## config.mk

```make
export PLATFORM = sky130hd
export DESIGN_NAME = drop_event_counter
export DESIGN_NICKNAME = d
export VERILOG_FILES = /design/src/hw/drop_event_counter.sv
export VERILOG_INCLUDE_DIRS = /design/src /design/src/common
export SDC_FILE = /design/constraint.sdc
export NUM_CORES = 1
export LEC_CHECK = 0
export BUFFER_PORTS_ARGS = -buffer_cell sky130_fd_sc_hd__buf_4
export CORE_ASPECT_RATIO = 1.25
export CORE_MARGIN = 4
export CORE_UTILIZATION = 55
export DETAILED_ROUTE_END_ITERATION = 10
export HOLD_SLACK_MARGIN = 0.03
export PLACE_DENSITY = 0.81
export SKIP_CTS_REPAIR_TIMING = 1
export SLEW_MARGIN = 20
export SYNTH_ARGS = -nofsm -noshare
export SYNTH_HDL_FRONTEND = slang
export SYNTH_SLANG_ARGS = --single-unit
```

## constraint.sdc

```tcl
create_clock -name core_clk_ifc -period 2.6 [get_ports core_clk_ifc]
set_input_delay 0.13 -clock core_clk_ifc [delete_from_list [all_inputs] [get_ports core_clk_ifc]]
set_output_delay 0.13 -clock core_clk_ifc [all_outputs]
set_load 0.1 [all_outputs]
```

## src/common/router_stats_params.svh

```systemverilog
//////////////////////////////
// Register map is in word addresses. Snapshot words per port follow the
// order pkt, byte, err, drop
//////////////////////////////

`ifndef ROUTER_STATS_PARAMS_SVH
`define ROUTER_STATS_PARAMS_SVH

// Sizes
`define ROUTER_NUM_PORTS        8
`define ROUTER_CNT_WIDTH        32
`define ROUTER_REG_ADDR_WIDTH   7
`define ROUTER_CNTRS_PER_PORT   4

// Register map
`define ROUTER_ADDR_ING_PORT_ENABLE_CON     0
`define ROUTER_ADDR_EGR_PORT_ENABLE_CON     1
`define ROUTER_ADDR_ING_PORT_ENABLE_STAT    2
`define ROUTER_ADDR_EGR_PORT_ENABLE_STAT    3
`define ROUTER_ADDR_ING_COUNTER_CON         4
`define ROUTER_ADDR_EGR_COUNTER_CON         5
`define ROUTER_ADDR_ING_COUNTERS_START      6
`define ROUTER_ADDR_EGR_COUNTERS_START      38
`define ROUTER_TOTAL_REGS                   70

`endif

```

## src/hw/drop_event_counter.sv

```systemverilog
//////////////////////////////
// Counts rising edges only. A sample restarts the count, at one when an
// edge lands in the same cycle
//////////////////////////////

`default_nettype none

`include "router_stats_params.svh"

module drop_event_counter (
    input  logic                         core_clk_ifc,
    input  logic                         peripheral_sresetn_core,
    input  logic [`ROUTER_NUM_PORTS-1:0] buf_full_drop,
    input  logic [`ROUTER_NUM_PORTS-1:0] sample,
    output logic [`ROUTER_CNT_WIDTH-1:0] drop_cnts [`ROUTER_NUM_PORTS]
);

    logic [`ROUTER_NUM_PORTS-1:0] drop_d;
    logic [`ROUTER_NUM_PORTS-1:0] drop_edge;

    // Flag high now, low one cycle before
    assign drop_edge = buf_full_drop & ~drop_d;

    always_ff @(posedge core_clk_ifc) begin
        if (!peripheral_sresetn_core) begin
            drop_d <= '0;
            for (int p = 0; p < `ROUTER_NUM_PORTS; p++) begin
                drop_cnts[p] <= '0;
            end
        end else begin
            drop_d <= buf_full_drop;
            for (int p = 0; p < `ROUTER_NUM_PORTS; p++) begin
                if (sample[p]) begin
                    drop_cnts[p] <= {{(`ROUTER_CNT_WIDTH-1){1'b0}}, drop_edge[p]};
                end else if (drop_edge[p]) begin
                    drop_cnts[p] <= drop_cnts[p] + 1'b1;
                end
            end
        end
    end

    //////////////////////////////
    // Checks
    //////////////////////////////

    // An edge outside a sample must never wrap the count to zero
    for (genvar p = 0; p < `ROUTER_NUM_PORTS; p++) begin : g_wrap_chk
        a_no_wrap: assert property (@(posedge core_clk_ifc)
            disable iff (!peripheral_sresetn_core)
            drop_edge[p] && !sample[p] |=> drop_cnts[p] != '0);
    end

endmodule

`default_nettype wire

```

# ---- Word-level counts from Yosys, hierarchy flattened
# Cells that the tools add are included.
dict set report word_totals {
  regBits 264
  wordCells 60
  input_bits 18
}
dict set report classes {
  n_addsub 8
  n_bitwise 3
  n_mux 16
  reduce_logical 16
}
# operator count
set op_table {}
lappend op_table {{32-bit by 1-bit adder with 32-bit output (second input constant)} 8}
lappend op_table {{1-bit 2-to-1 mux} 16}
lappend op_table {{2-bit nonzero test} 8}
lappend op_table {{2-bit OR reduction} 8}
lappend op_table {{8-bit bitwise AND} 1}
lappend op_table {{8-bit NOT} 1}
lappend op_table {{1-bit NOT} 1}

# ---- Longest topological paths before layout
dict set report depth {
  depth_word 4
  ltp_mapped 7
  depth_no_buf 5
}

# ---- Worst setup path after synthesis
# No wires, ideal clock.
dict set report synth_timing {
  path_kind {reg-to-reg}
  from {register drop_cnts[1] (netlist name)}
  to {register drop_cnts[24] (netlist name)}
  arrival_time_ps 2696
  path_slack_ps -166
  synth_period_minus_slack_ps 2766
  stages_incl_launch_ff 7
  path_buffers 1
  setup_time_ps 70
  path_cell_list {dfxtp_1 > ha_1 > nand3b_1 > or4_1 > clkbuf_1 > or4_1 > a21oi_1}
}
dict set report synth_between {
  elab_chain_cells 1
}
# element line
set synth_lines {}
lappend synth_lines {{start, declared} drop_event_counter.sv:15} ;# output logic [`ROUTER_CNT_WIDTH-1:0] drop_cnts [`ROUTER_NUM_PORTS]
lappend synth_lines {{start signal, assigned by index} drop_event_counter.sv:34} ;# drop_cnts[p] <= {{(`ROUTER_CNT_WIDTH-1){1'b0}}, drop_edge[p]};
lappend synth_lines {{start signal, assigned by index} drop_event_counter.sv:36} ;# drop_cnts[p] <= drop_cnts[p] + 1'b1;
lappend synth_lines {{32-bit by 1-bit adder with 32-bit output} drop_event_counter.sv:36}
# No other way between the ends.
# A chain may end at the register's enable or synchronous reset.

# ---- Worst setup path in the final report
dict set report layout_timing {
  from {register drop_cnts[37] (netlist name)}
  to {register drop_cnts[54] (netlist name)}
}
# The elaborated chain is that of the path after synthesis.

==> run metrics <==
status=finished, final reports clean; H-tree depth=1; fraction of the mapped netlist area in adder cells=less than 1%; largest area contributor in the netlist=dfxtp_1; CP max FO=22; antenna cells=0; final net count=1768; number of synthesized flops with an enable pin=0; largest family of logic cells by synthesized area=simple AND/OR/NAND/NOR gates; Clock Latency Late Sink=0.53 ns; first-pass GRT wire length=about 55000 um; TritonRoute pass-1 iters=5; metal1 wirelength=13900 um; largest net degree at the start of global routing=31; max layer used=met4; starting density of the core=56.2%; Area contributors post-synth=dfxtp_1 42%, or4_1 6.1%, a21oi_1 5.4%, o31ai_1 5.2%, nand4_1 4.0%; Layout area overhead=26.5%; Core Util, Final=between 70 and 80%; Max Cap Viol=0; via count=12500; clk_skew=between 0.015 and 0.02 ns; Hold Slack=0.0240 ns; ys flop type=dfxtp_1; HPWL after DPL=24700 um; Core Area=around 22000 um^2; routed vias/inst=6.12; mux share of post-synthesis cell area=1.36%; met2 wire length=around 17000 um; Starting DRT DRC Count=approximately 700; final hold vios=0; Cell Area, Synth=about 13000 um^2; minimum clock period after layout=~2.3 ns; worst vdd ir=approximately 0.55 mV; fraction of registers with async set or reset after synthesis=0%; Worst Tran Pin Value=~0.84 ns; Pwr Density=about 520 nW/um^2; Setup CP Type=flip-flop to flip-flop; fillers=roughly 1800; Syn Inst Count=between 1000 and 1500; Root Driver=clkbuf_16; sequential-to-total area share from yosys stat=between 40% and 50%; initial antenna violation count=0; Remaining Overflow, GRT=0; GRT Total Usage=roughly 26%; fmax=around 440 MHz; CTS buffer count=28; # rows=61; Die ar.=about 25000 um^2; fin crit share=86.6%; Rel. slew slack=between 40% and 50%; distinct cell type count after synthesis=50; startpoint types=flip-flop; Die X=approximately 140 um; CTS tree=built; Synth Area in Simple Gates=32.6%; CP required=slightly above 3 ns; synthesized net count=around 1500; GPL Wtd Cong=between 0.8 and 0.9; crit end category=flip-flop; Synth Area in XOR/XNOR=under 10%; #FFs+latches synth=~260; yosys warns=0; Yosys top cell area share=approximately two fifths; drt drc=0; wire per inst=roughly 17 um; syn avg cell area=about 8.5 um^2; CTS Sinks=approximately 260; Arrival @ worst endpoint=2.70 ns; CTS max path bufs=3; Hold WC Path Type=input pin to flip-flop; Clk pin slew, worst setup/hold paths=approximately 0.06 ns; Port Buf Inserts=273; final wirelength=around 35000 um; max-slew violations=0; RSZ-0062 raised after global routing=no; vias in the first global route=about 11000; Setup TNS=0 ns; share of cells above drive strength 1=21.4%; compound-gate portion of the synthesized area=14.4%; die extent in y=roughly 180 um; io pins=274; P_leak=approximately 5.6 nW; routed wl met3=roughly 2700 um; Routed Antenna Nets=0; Finish-stage setup viols=0
## cell type report
class	count	area, um^2	share of cell area (%)
Timing Repair Buffer	308	2340	14.7
Clock inverter	8	71.3	0.447
Inverter	25	93.8	0.588
Tap cell	283	354	2.22
Sequential cell	264	5320	33.3
Multi-Input combinational cell	1115	6940	43.5
Clock buffer	41	831	5.21
## critical path, stage by stage, from the launching register on
cell and delay [ns]:
dfxtp_1 0.40, nand4_1 0.16, or4_1 0.86, or4_1 0.60
a21oi_1 0.15
## through the flow
step	setup slack (ns)	cell area (um^2)	power [mW]	instances
final	0.349	16000	8.33	2044
after global routing	0.185	16000	8.61	2044
after CTS	0.376	15800	8.39	2031
after detailed placement	0.389	14900	4.48	1982
after global placement	0.444	14900	4.47	1982
after floorplan	0.00481	12600	4.39	1478
## logic make-up after synthesis
group / count (synthesis)
compound gates: 298
xor+xnor: 86
fa+ha+maj: 8
buf+inv: 99
flops: 264
mux: 17
simple gates: 706
## state kept, by name, summed over array words and instances, names as in the netlist
register / flops
drop_cnts: 256
drop_d: 8
## cell usage after synthesis, drive strengths merged, types with 34 or more instances
cell type	instances
nand4	83
nor2	99
o31ai	87
nand2	104
a21oi	137
or3	44
clkbuf	66
o21ai	45
nand3	89
dfxtp	264
or4	103
and4	38
xnor2	34
xor2	52
## where the power goes
part | switching (mW) | internal, mW | leakage, nW
clock | 1.62 | 2.30 | 0.451
combinational | 0.220 | 0.0979 | 3.03
sequential | 0.0227 | 4.06 | 2.14
total | 1.86 | 6.47 | 5.62
## worst paths after layout
kind	from	to	slack, ns	cells past startpoint
max	drop_cnts[37]	drop_cnts[54]	0.35	4
min reg2reg	drop_cnts[223]	drop_cnts[223]	0.48	2
min	peripheral_sresetn_core	drop_cnts[192]	0.02	2
max reg2reg	drop_cnts[37]	drop_cnts[54]	0.35	4
## placed cells by master, fill, tap and decap left out, types with 17 or more instances in the layout
master     count
nand2b_1      26
nor2_1        99
xnor2_1       34
and3_1        17
or3_1         44
and2_1        21
buf_4        295
nand3_1       89
and4_1        38
nor4_1        22
xor2_1        52
dfxtp_2       29
inv_1         25
clkbuf_16     29
a21oi_1      137
dfxtp_1      235
o31ai_1       87
nand2_1      104
o21ai_0       45
or4_1        103
nand4_1       81
## layer usage
layer | vias to the layer above | track usage [%]
met5 | - | 0
met4 | 0 | 8.87
met3 | 65 | 6.23
met2 | 370 | 44.1
met1 | 5966 | 30.8
li1 | 6114 | -
Note: power is estimated with default switching activity, not from simulation.
